===== src/logic/lampPkg.sv =====
/*
 * lampPkg
 * Colour types, mode codes and colour-wheel constants for the lamp controller.
 */
`default_nettype none

package lampPkg;

    // one RGBW output pixel
    typedef struct packed {
        logic [7:0] red;
        logic [7:0] green;
        logic [7:0] blue;
        logic [7:0] white;
    } rgbwPixel;

    // settings block of one channel, in register order
    typedef struct packed {
        logic [7:0] mode;
        logic [7:0] lint;
        logic [7:0] colorIdx;
        logic [7:0] white;
        logic [7:0] red;
        logic [7:0] green;
        logic [7:0] blue;
    } chanSettings;

    // mode codes
    localparam logic [7:0] MODE_DIRECT = 8'h21;
    localparam logic [7:0] MODE_HUE    = 8'hA4;

    // colour wheel
    localparam logic [7:0] HUE_STEP  = 8'd7;
    localparam logic [5:0] SEG_LEN   = 6'd36;
    localparam logic [7:0] HUE_LIMIT = 8'd216;

endpackage

`default_nettype wire


===== src/logic/regMapPkg.sv =====
/*
 * regMapPkg
 * Register map, channel count and address types of the settings memory.
 */
`default_nettype none

package regMapPkg;

    localparam int NUM_CHANNELS  = 3;
    localparam int REGS_PER_CHAN = 8;

    typedef logic [4:0] regAddr;
    typedef logic [1:0] chanSel;

    // word offsets inside a channel block, offset 7 reserved
    localparam logic [2:0] REG_MODE  = 3'd0;
    localparam logic [2:0] REG_LINT  = 3'd1;
    localparam logic [2:0] REG_COLOR = 3'd2;
    localparam logic [2:0] REG_WHITE = 3'd3;
    localparam logic [2:0] REG_RED   = 3'd4;
    localparam logic [2:0] REG_GREEN = 3'd5;
    localparam logic [2:0] REG_BLUE  = 3'd6;

    // host write strobe
    typedef struct packed {
        logic       en;
        regAddr     addr;
        logic [7:0] data;
    } hostWrite;

endpackage

`default_nettype wire


===== src/logic/colorGen.sv =====
/*
 * colorGen
 * Per-channel colour generator: fetches its settings, walks the colour wheel
 * or passes direct values, adds white and dims the result.
 */
`timescale 1ns/100ps
`default_nettype none

module colorGen (
    input  wire                    clk,
    input  wire                    reset_sig,
    input  wire regMapPkg::chanSel chan,
    output logic                   req,
    output regMapPkg::regAddr      rdAddr,
    input  wire                    grant,
    input  wire [7:0]              rdData,
    output lampPkg::rgbwPixel      pixel,
    output logic                   pixelValid
);

    import lampPkg::*;
    import regMapPkg::*;

    typedef enum logic [2:0] {
        IDLE,
        FETCH,
        DRAIN,
        DISPATCH,
        STEP,
        WADD,
        DIM
    } genState;

    genState     state;
    chanSettings settings;
    logic [2:0]  wordIdx;
    logic [2:0]  capIdx;
    logic        capValid;

    logic [7:0]  hueIdx;
    logic [7:0]  hueTarget;
    logic [2:0]  seg;
    logic [5:0]  segPos;
    logic [7:0]  ramp;
    rgbwPixel    wheel;
    rgbwPixel    mix;
    logic [2:0]  shift;

    function automatic logic [7:0] satAdd(input logic [7:0] a, input logic [7:0] b);
        logic [8:0] sum;
        sum = {1'b0, a} + {1'b0, b};
        return sum[8] ? 8'hFF : sum[7:0];
    endfunction

    // wheel colour for a segment and ramp value, white left at zero
    function automatic rgbwPixel wheelColour(input logic [2:0] s, input logic [7:0] r);
        rgbwPixel c;
        c = '0;
        case (s)
            3'd0: begin
                c.red  = 8'hFF;
                c.blue = r;
            end
            3'd1: begin
                c.red  = 8'hFF - r;
                c.blue = 8'hFF;
            end
            3'd2: begin
                c.green = r;
                c.blue  = 8'hFF;
            end
            3'd3: begin
                c.green = 8'hFF;
                c.blue  = 8'hFF - r;
            end
            3'd4: begin
                c.red   = r;
                c.green = 8'hFF;
            end
            3'd5: begin
                c.red   = 8'hFF;
                c.green = 8'hFF - r;
            end
            default: c.red = 8'hFF;
        endcase
        return c;
    endfunction

    assign req       = (state == FETCH);
    assign rdAddr    = regAddr'(int'(chan) * REGS_PER_CHAN + int'(wordIdx));
    assign hueTarget = (settings.colorIdx > HUE_LIMIT) ? HUE_LIMIT : settings.colorIdx;
    assign shift     = settings.lint[7:5];
    assign wheel     = wheelColour(seg, ramp);

    // read data lands one cycle after the grant
    always_ff @(posedge clk) begin
        if (!reset_sig) begin
            capValid <= 1'b0;
        end else begin
            capValid <= grant;
        end
    end

    always_ff @(posedge clk) begin
        if (grant) begin
            capIdx <= wordIdx;
        end
        if (capValid) begin
            case (capIdx)
                REG_MODE:  settings.mode     <= rdData;
                REG_LINT:  settings.lint     <= rdData;
                REG_COLOR: settings.colorIdx <= rdData;
                REG_WHITE: settings.white    <= rdData;
                REG_RED:   settings.red      <= rdData;
                REG_GREEN: settings.green    <= rdData;
                REG_BLUE:  settings.blue     <= rdData;
                default:   settings.mode     <= settings.mode;
            endcase
        end
    end

    always_ff @(posedge clk) begin
        if (!reset_sig) begin
            state      <= IDLE;
            wordIdx    <= REG_MODE;
            hueIdx     <= 8'd0;
            seg        <= 3'd0;
            segPos     <= 6'd0;
            ramp       <= 8'd0;
            pixel      <= '0;
            pixelValid <= 1'b0;
        end else begin
            pixelValid <= 1'b0;
            case (state)
                IDLE: state <= FETCH;

                // stall here until each word is granted
                FETCH: begin
                    if (grant) begin
                        if (wordIdx == REG_BLUE) begin
                            wordIdx <= REG_MODE;
                            state   <= DRAIN;
                        end else begin
                            wordIdx <= wordIdx + 3'd1;
                        end
                    end
                end

                DRAIN: state <= DISPATCH;

                DISPATCH: begin
                    hueIdx <= 8'd0;
                    seg    <= 3'd0;
                    segPos <= 6'd0;
                    ramp   <= 8'd0;
                    if (settings.mode == MODE_DIRECT) begin
                        pixel.red   <= settings.red;
                        pixel.green <= settings.green;
                        pixel.blue  <= settings.blue;
                        pixel.white <= settings.white;
                        pixelValid  <= 1'b1;
                        state       <= FETCH;
                    end else if (settings.mode == MODE_HUE) begin
                        state <= STEP;
                    end else begin
                        // unknown mode keeps the old pixel
                        state <= FETCH;
                    end
                end

                // one wheel index per cycle
                STEP: begin
                    if (hueIdx == hueTarget) begin
                        state <= WADD;
                    end else begin
                        hueIdx <= hueIdx + 8'd1;
                        if (segPos == SEG_LEN - 6'd1) begin
                            segPos <= 6'd0;
                            seg    <= seg + 3'd1;
                            ramp   <= 8'd0;
                        end else begin
                            segPos <= segPos + 6'd1;
                            ramp   <= ramp + HUE_STEP;
                        end
                    end
                end

                WADD: begin
                    mix.red   <= satAdd(wheel.red, settings.white);
                    mix.green <= satAdd(wheel.green, settings.white);
                    mix.blue  <= satAdd(wheel.blue, settings.white);
                    mix.white <= settings.white;
                    state     <= DIM;
                end

                DIM: begin
                    pixel.red   <= mix.red >> shift;
                    pixel.green <= mix.green >> shift;
                    pixel.blue  <= mix.blue >> shift;
                    pixel.white <= mix.white >> shift;
                    pixelValid  <= 1'b1;
                    state       <= FETCH;
                end

                default: state <= IDLE;
            endcase
        end
    end

endmodule

`default_nettype wire


===== src/logic/paramRegs.sv =====
/*
 * paramRegs
 * Settings memory of 32 bytes with a host write port and one shared read port.
 */
`timescale 1ns/100ps
`default_nettype none

module paramRegs (
    input  wire                clk,
    input  wire                reset_sig,
    input  wire regMapPkg::hostWrite wr,
    input  wire regMapPkg::regAddr   rdAddr,
    output logic [7:0]         rdData
);

    logic [7:0] mem [2 ** $bits(rdAddr)];

    // host port, never arbitrated
    always_ff @(posedge clk) begin
        if (wr.en) begin
            mem[wr.addr] <= wr.data;
        end
    end

    // registered read
    always_ff @(posedge clk) begin
        if (!reset_sig) begin
            rdData <= 8'h00;
        end else begin
            rdData <= mem[rdAddr];
        end
    end

endmodule

`default_nettype wire


===== src/logic/pwmDriver.sv =====
/*
 * pwmDriver
 * Four-output 8-bit PWM with a 255-cycle period; new pixels apply at period start.
 */
`timescale 1ns/100ps
`default_nettype none

module pwmDriver (
    input  wire                    clk,
    input  wire                    reset_sig,
    input  wire lampPkg::rgbwPixel pixel,
    output logic [3:0]             pwmOut
);

    import lampPkg::*;

    logic [7:0] periodCnt;
    rgbwPixel   work;

    always_ff @(posedge clk) begin
        if (!reset_sig) begin
            periodCnt <= 8'd0;
            work      <= '0;
        end else if (periodCnt == 8'd254) begin
            periodCnt <= 8'd0;
            work      <= pixel;
        end else begin
            periodCnt <= periodCnt + 8'd1;
        end
    end

    // bit 3 red down to bit 0 white
    assign pwmOut[3] = periodCnt < work.red;
    assign pwmOut[2] = periodCnt < work.green;
    assign pwmOut[1] = periodCnt < work.blue;
    assign pwmOut[0] = periodCnt < work.white;

endmodule

`default_nettype wire


===== src/logic/regArbiter.sv =====
/*
 * regArbiter
 * Round-robin arbiter giving the colour generators turns on the shared read port.
 */
`timescale 1ns/100ps
`default_nettype none

module regArbiter (
    input  wire                                 clk,
    input  wire                                 reset_sig,
    input  wire [regMapPkg::NUM_CHANNELS-1:0]   req,
    input  wire regMapPkg::regAddr              reqAddr [regMapPkg::NUM_CHANNELS],
    output logic [regMapPkg::NUM_CHANNELS-1:0]  grant,
    output regMapPkg::regAddr                   memAddr
);

    import regMapPkg::*;

    chanSel lastGrant;
    chanSel winner;

    // search starts at the channel after the last one served
    always_comb begin
        int   cand;
        logic found;
        grant  = '0;
        winner = lastGrant;
        found  = 1'b0;
        for (int off = 1; off <= NUM_CHANNELS; off++) begin
            cand = (int'(lastGrant) + off) % NUM_CHANNELS;
            if (!found && req[cand]) begin
                found       = 1'b1;
                winner      = chanSel'(cand);
                grant[cand] = 1'b1;
            end
        end
    end

    assign memAddr = reqAddr[winner];

    always_ff @(posedge clk) begin
        if (!reset_sig) begin
            // channel 0 goes first
            lastGrant <= chanSel'(NUM_CHANNELS - 1);
        end else if (|grant) begin
            lastGrant <= winner;
        end
    end

endmodule

`default_nettype wire


===== src/logic/rgbwLampCtrl.sv =====
/*
 * rgbwLampCtrl
 * Three-channel RGBW lamp controller: settings memory, arbiter, generators, PWM.
 */
`timescale 1ns/100ps
`default_nettype none

module rgbwLampCtrl (
    input  wire                                clk,
    input  wire                                reset_sig,
    input  wire regMapPkg::hostWrite           wr,
    output lampPkg::rgbwPixel                  pixels [regMapPkg::NUM_CHANNELS],
    output logic [regMapPkg::NUM_CHANNELS-1:0] pixelValid,
    output logic [3:0]                         pwmOut [regMapPkg::NUM_CHANNELS]
);

    import regMapPkg::*;

    logic [NUM_CHANNELS-1:0] req;
    logic [NUM_CHANNELS-1:0] grant;
    regAddr                  reqAddr [NUM_CHANNELS];
    regAddr                  memAddr;
    logic [7:0]              rdData;

    paramRegs regs0 (
        .clk       (clk),
        .reset_sig (reset_sig),
        .wr        (wr),
        .rdAddr    (memAddr),
        .rdData    (rdData)
    );

    regArbiter arb0 (
        .clk       (clk),
        .reset_sig (reset_sig),
        .req       (req),
        .reqAddr   (reqAddr),
        .grant     (grant),
        .memAddr   (memAddr)
    );

    for (genvar i = 0; i < NUM_CHANNELS; i++) begin : gChan
        colorGen gen (
            .clk        (clk),
            .reset_sig  (reset_sig),
            .chan       (chanSel'(i)),
            .req        (req[i]),
            .rdAddr     (reqAddr[i]),
            .grant      (grant[i]),
            .rdData     (rdData),
            .pixel      (pixels[i]),
            .pixelValid (pixelValid[i])
        );

        pwmDriver pwm (
            .clk       (clk),
            .reset_sig (reset_sig),
            .pixel     (pixels[i]),
            .pwmOut    (pwmOut[i])
        );
    end

endmodule

`default_nettype wire


===== config.mk =====
export PLATFORM = sky130hd
export DESIGN_NAME = rgbwLampCtrl
export DESIGN_NICKNAME = d
export VERILOG_FILES = /design/src/logic/lampPkg.sv /design/src/logic/regMapPkg.sv /design/src/logic/colorGen.sv /design/src/logic/paramRegs.sv /design/src/logic/pwmDriver.sv /design/src/logic/regArbiter.sv /design/src/logic/rgbwLampCtrl.sv
export SDC_FILE = /design/constraint.sdc
export NUM_CORES = 2
export LEC_CHECK = 0
export BUFFER_PORTS_ARGS = -buffer_cell sky130_fd_sc_hd__buf_4
export CAP_MARGIN = 20
export CORE_UTILIZATION = 55
export DETAILED_ROUTE_END_ITERATION = 8
export MAX_ROUTING_LAYER = met4
export PLACE_DENSITY_LB_ADDON = 0.15
export SYNTH_ARGS = -nofsm -noshare
export SYNTH_HDL_FRONTEND = slang
export SYNTH_SLANG_ARGS = --single-unit

===== constraint.sdc =====
create_clock -name clk -period 5.2 [get_ports clk]
set_input_delay 0 -clock clk [delete_from_list [all_inputs] [get_ports clk]]
set_output_delay 0 -clock clk [all_outputs]
set_load 0.02 [all_outputs]

Yosys cells after proc, flatten, opt, wreduce, memory -nomap -nowiden
Memory sizes are Yosys's and may differ from the RTL's. A register that Yosys moved wholly into a read port is not among the register bits.
Cells that the tools add are included.
- register bits after elaboration: 590
- bits in writable memories: 256
- output and inout port bits: 111
- logic and storage cells: 436
- memories: 1
- memories (name ; words ; width ; read ports ; clocked after Yosys merged registers in ; write ports ; line ; RTL):
    regs0.mem ; 32 ; 8 ; 1 ; 1 ; 1 ; paramRegs.sv:16 ; logic [7:0] mem [2 ** $bits(rdAddr)];
- add/sub/neg operators: 35
- divide/modulo/power cells: 3
- magnitude comparators: 22
- equal/unequal tests: 87
- shift-type cells: 12
- muxes and demuxes: 106
- bitwise gates (word level): 4
- reductions and logical operators: 78
- operator list (cell ; count):
    one-hot mux 8 bit (3 select lines) ; 9
    one-hot mux 32 bit (2 select lines) ; 3
    greater-or-equal comparator 32 x 1 -> 1 bit, second input constant ; 3
    < comparator 32 x 4 -> 1 bit, second input constant ; 3
    < comparator 8 bit ; 12
    modulo 32 x 3 -> 32 bit, second input constant ; 3
    two-way mux 32 bit ; 3
    two-way mux 8 bit ; 12
    one-hot mux 8 bit (2 select lines) ; 6
    right shift 8 x 3 -> 8 bit ; 12
    adder 8 x 8 -> 9 bit ; 9
    == test 3 bit, second input constant ; 27
    two-way mux 3 bit ; 27
    AND reduction 2 bit ; 33
    == test 3 x 2 -> 1 bit, second input constant ; 18
    one-hot mux 3 bit (6 select lines) ; 3
    adder 8 x 1 -> 8 bit, second input constant ; 6
    == test 8 bit, second input constant ; 6
    two-way mux 6 bit ; 6
    one-hot mux 6 bit (2 select lines) ; 3
    OR reduction 2 bit ; 15
    == test 3 x 1 -> 1 bit, second input constant ; 9
    logical NOT 3 bit ; 9
    adder 8 x 3 -> 8 bit, second input constant ; 3
    30 further kinds ; 107

Depth between registers and ports, before layout
- depth in word-level cells: 16
- mapped depth: 19
- depth with buffers taken out: 18

Modules after synthesis
Synthesis repeated with hierarchy kept, for this count alone.
- cells, all modules: 3784
- area, all modules: 42169.2 um2
- by module, submodules not included (module ; times used ; cells each ; area each (um2) ; seq. area each (um2)):
    colorGen at gChan[1].gen ... ; 2 ; 803 ; 8210.4 ; 3883.7
    paramRegs ; 1 ; 473 ; 10211.0 ; 7847.5
    colorGen at gChan[0].gen ; 1 ; 802 ; 8209.1 ; 3883.7
    pwmDriver ; 3 ; 275 ; 2228.4 ; 800.8
    regArbiter ; 1 ; 76 ; 635.6 ; 40.0
    rgbwLampCtrl ; 1 ; 2 ; 7.5 ; 0.0

Least setup slack after synthesis
No wires, ideal clock.
- path type: register to register
- from: register gChan[2].gen.seg[2]
- to: register gChan[2].gen.mix[26] in the netlist's numbering, data pin
- data arrival time: 3.209 ns
- slack: 1.710 ns
- cell stages (with the launch flop): 18
- path through: dfxtp_1 -> clkbuf_1 -> inv_1 -> ha_1 -> nor2_1 -> a2bb2oi_1 -> nor2_1 -> a21oi_1 -> ha_1 -> nor2b_1 -> o21ai_0 -> nand2_1 -> and2_1 -> o21ai_0 -> nand2b_1 -> a21o_1 -> a21oi_1 -> o21ai_0
- cells in the longest elaborated chain, start to end: 4
- RTL lines (element ; line ; RTL):
    start, declared ; colorGen.sv:42 ; logic [2:0] seg;
    start signal, assigned ; colorGen.sv:179 ; seg <= seg + 3'd1;
    == test 3 x 2 -> 1 bit ; colorGen.sv:59 ; case (s)
    OR reduction 2 bit (no source line) ; - ;
    one-hot mux 8 bit (3 select lines) (*) ; colorGen.sv:59 ;
    adder 8 x 8 -> 9 bit (*) ; colorGen.sv:51 ; sum = {1'b0, a} + {1'b0, b};
    end, declared ; colorGen.sv:46 ; rgbwPixel mix;
Mark *: on every way between the ends. The rest lies on a longest branch, timed or not.
A chain may end at the register's enable or synchronous reset.

Final worst setup path
- from: register arb0.lastGrant[0]
- to: register regs0.rdData[5], read port of regs0.mem
- cells in the longest elaborated chain, start to end: 16
- RTL lines (element ; line ; RTL):
    start, declared ; regArbiter.sv:19 ; chanSel lastGrant;
    start signal, assigned ; regArbiter.sv:44 ; lastGrant <= chanSel'(NUM_CHANNELS - 1);
    start signal, assigned ; regArbiter.sv:46 ; lastGrant <= winner;
    adder 2 x 1 -> 3 bit ; regArbiter.sv:30 ; cand = (int'(lastGrant) + off) % NUM_CHANNELS;
    modulo 32 x 3 -> 32 bit ; regArbiter.sv:30 ;
    binary-select mux 1 bit (select 2 bit) ; regArbiter.sv:31 ; if (!found && req[cand]) begin
    two-way mux 1 bit (not written as such) (2 in a row) ; regArbiter.sv:31 ;
    two-way mux 1 bit ; regArbiter.sv:31 ;
    logical NOT 1 bit ; regArbiter.sv:31 ;
    logical AND 1 bit ; regArbiter.sv:31 ;
    two-way mux 1 bit ; regArbiter.sv:31 ;
    logical NOT 1 bit ; regArbiter.sv:31 ;
    logical AND 1 bit ; regArbiter.sv:31 ;
    two-way mux 2 bit (*) ; regArbiter.sv:31 ;
    NOT 2 -> 3 bit (not written as such) (*) ; regArbiter.sv:39 ; assign memAddr = reqAddr[winner];
    binary-select mux 5 bit (select 2 bit) (*) ; regArbiter.sv:39 ;
    two-way mux 5 bit (not written as such) (*) (2 in a row) ; regArbiter.sv:39 ;
    end, declared ; paramRegs.sv:13 ; output logic [7:0] rdData
Mark *: on every way between the ends. The rest lies on a longest branch, timed or not. The select of a mux whose other input is x is not followed.

==> impl_metrics.py <==
metrics = {
    "finish": {
        "seq_area_um2": 20000,
        "layout_common_cells": "490 x nand2_1, 450 x edfxtp_1, 325 x dfxtp_1",
        "nFillCells": 5689,
        "antennaDiodeCount": 0,
        "stdcell_area_um2": 42800,
        "final_nets": 4092,
        "drive_gt1_frac": 0.0961,
        "multiInputGateArea_um2": 16900,
        "final_common_cell": "nand2_1",
        "area_delta_synth_final_pct": 11.6,
    },
    "placed_design": {
        "placed_area_um2": 40000,
        "hpwl_um": 64900,
        "port-buffer-count": 126,
        "place_congestion": 0.919,
    },
    "outcome": {
        "status": "finished clean",
    },
    "routing": {
        "first_iter_violations": 2716,
        "final_antenna_net_count": 0,
        "vias_per_cell": 5.81,
        "drc_errors": 0,
        "drt_pass1_iterations": 7,
        "via_count": 28311,
        "avgRoutedWirePerCell_um": 19.7,
        "wl_um": 95900,
    },
    "setup_path": {
        "crit_type": "reg2reg",
        "cp_top_family": "compound AO/OA/AOI/OAI gates",
        "critPathLaunchType": "flop",
        "cpMaxStageDelayCell": "ha_1",
        "crit_buf_inv": 2,
        "arrival_ns": 4.98,
        "slowest_delay_ns": 0.61,
        "worstPathRequired_ns": 5.68,
        "crit_chain": "inv_1 > ha_1 > nor3b_1 > o32ai_1 > a22oi_4 > buf_4 > nor3_2 > nor2_2 > nor2_2 > a222oi_1 > nor4b_2",
        "cp_common_cell": "nor2_2",
        "crit_fanout": 23,
        "cp-end-kind": "flop",
    },
    "timing": {
        "min_period_over_period": 0.865,
        "fin_crit_ns": 4.50,
        "worst_clock_skew_ns": 0.0187,
        "setup-violations-final": 0,
        "max_freq_mhz": 222,
        "fin_tns_setup_ns": 0,
        "hold_viol_final": 0,
        "finalMaxSlewViolations": 0,
        "tightestPinTransition_ns": 1.15,
        "rsz0062_at_grt": "false",
        "relSlewSlack": 0.233,
    },
    "clocking": {
        "path_clk_slew_ns": 0.07,
        "cts-htree-levels": 3,
        "cts-resized-gates": 0,
        "cts-root-buf": "clkbuf_16",
        "cts_buffer_depth": 3,
        "post-cts-setup-buffers": 0,
        "cts_tree": "done",
        "cts-hold-fix-buffers": 12,
        "cts.sinks": 775,
        "clk_latency_ns": 0.63,
        "cts_buffers": 81,
    },
    "die": {
        "rows": 96,
        "ioPinCount": 127,
        "chipWidth_um": 266,
        "dieArea_um2": 70900,
        "die_height_um": 266,
        "initial_core_util": 0.558,
        "core_area_um2": 68800,
    },
    "power_and_ir_drop": {
        "p_total_mw": 14.9,
        "vdd_ir_drop_max_uv": 238,
        "leakagePower_nw": 15.4,
        "power_density_nw_per_um2": 348,
    },
    "global_route": {
        "grt_pass1_wl_um": 150000,
        "grt_max_degree": 162,
        "grt_overflow": 0,
        "grt_pass1_vias": 26552,
        "grt_usage": 0.278,
        "antenna_found_initial": 2,
    },
    "synth": {
        "syn_area_um2": 38400,
        "syn_area_per_cell_um2": 10.1,
        "synth_edf_count": 450,
        "synthFlopType": "edfxtp_1",
        "yosys_warnings": 0,
        "synth-async-reset-ratio": 0,
        "synth-seq-cells": 775,
        "synth_top_area_frac": 0.352,
        "syn_inst": 3818,
        "ys_types": 104,
        "yosysTopAreaCell": "edfxtp_1",
        "yosys-top-cells-area": "edfxtp_1 35%, dfxtp_1 17%, ha_1 6.3%",
        "synth_fp_nets": 4036,
        "ys_seq_area_frac": 0.521,
    },
    "worst_hold_path": {
        "hold_class": "in2reg",
    },
    "flow_run": {
        "maxCapViolCount": 0,
    },
}
-- stage by stage --
stage               hold slack, ns  instances  setup WS (ns)  utilization
finish                      0.0404       4873          0.703        0.623
global placement             0.411       4708          0.934        0.581
floorplan                   0.0989       3818           1.71            -
detailed placement           0.415       4708          0.895        0.581
global route                0.0713       4873          0.491        0.623
CTS                         0.0123       4871          0.857        0.622
-- state kept, by name, summed over array words and instances (netlist names), 18 cells and up --
register             count
gChan.gen.segPos        18
gChan.gen.ramp          24
gChan.gen.pixel         96
gChan.pwm.periodCnt     24
gChan.gen.settings     153
gChan.gen.mix           96
regs0.mem              192
gChan.pwm.work          96
gChan.gen.hueIdx        24
-- report_power, final --
group	switching [mW]	internal (mW)
registers	0.249	6.83
logic	1.35	0.663
clock network	2.36	3.47
total	3.96	11.0
-- final cells by class --
| class | instances | area share |
|---|---|---|
| sequential | 775 | 0.467 |
| multi-input combinational | 2652 | 0.393 |
| clock inverter | 27 | 0.00634 |
| timing repair buffer | 181 | 0.0329 |
| inverter | 183 | 0.0162 |
| tap | 931 | 0.0272 |
| clock buffer | 124 | 0.0567 |
-- worst reg2reg max path: cells and delay by family, from the launching register on --
family	cells	cell delay [ns]
compound gates	3	1.45
buf+inv	2	0.48
fa+ha+maj	1	0.61
simple gates	5	1.36
flops	1	0.45
-- layer usage --
layer	wire length, um	global-route usage	vias up
met4	2250	0.0786	0
met1	43500	0.385	13397
met3	5800	0.0350	146
met2	44300	0.430	863
met5	0	-	-
li1	-	-	13905
-- cells by family (layout without fill, tap and decap cells) --
| group | count (synthesis) | in the layout | share of synthesized area |
|---|---|---|---|
| compound gates | 883 | 883 | 0.146 |
| xor+xnor | 115 | 115 | 0.0262 |
| fa+ha+maj | 202 | 202 | 0.0676 |
| buf+inv | 391 | 515 | 0.0404 |
| flops | 775 | 775 | 0.521 |
| mux | 119 | 119 | 0.0353 |
| simple gates | 1333 | 1333 | 0.163 |
-- synthesized netlist by cell type (6+ instances only) --
cell,instances
a211oi_1,74
nand4_1,25
nor4_1,30
buf_2,26
a21o_1,55
or3_1,16
mux4_2,10
and3_1,35
nor3b_1,6
and2_1,22
o211ai_1,47
o22ai_1,12
clkbuf_1,150
o21a_1,8
xnor2_1,64
dfxtp_1,325
o21bai_1,17
edfxtp_1,450
buf_4,9
buf_1,19
nand2_1,490
ha_1,193
mux2_1,7
a221o_1,10
or2_2,8
nor2_1,313
a31oi_1,35
a222oi_1,8
o21ai_0,167
nand2b_1,76
o21ai_1,7
a311oi_1,7
nand3_1,103
mux2i_1,77
a221oi_1,42
nor2b_1,52
a21oi_1,320
mux2_2,25
nor4b_2,7
o221ai_1,17
nand3b_1,9
fa_1,9
nor3_1,105
xor2_1,51
inv_1,181
-- worst paths after layout --
| check | startpoint | endpoint | slack, ns | depth (start not counted) |
|---|---|---|---|---|
| worst min-delay path | wr[10] | regs0.mem[0][2] | 0.04 | 3 |
| worst max-delay path | arb0.lastGrant[0] | regs0.rdData[5] | 0.70 | 11 |
| worst min register to register | gChan[2].pwm.work[18] | gChan[2].pwm.work[18] | 0.45 | 2 |
| worst max register to register | arb0.lastGrant[0] | regs0.rdData[5] | 0.70 | 11 |
(Power assumes the default switching activity.)
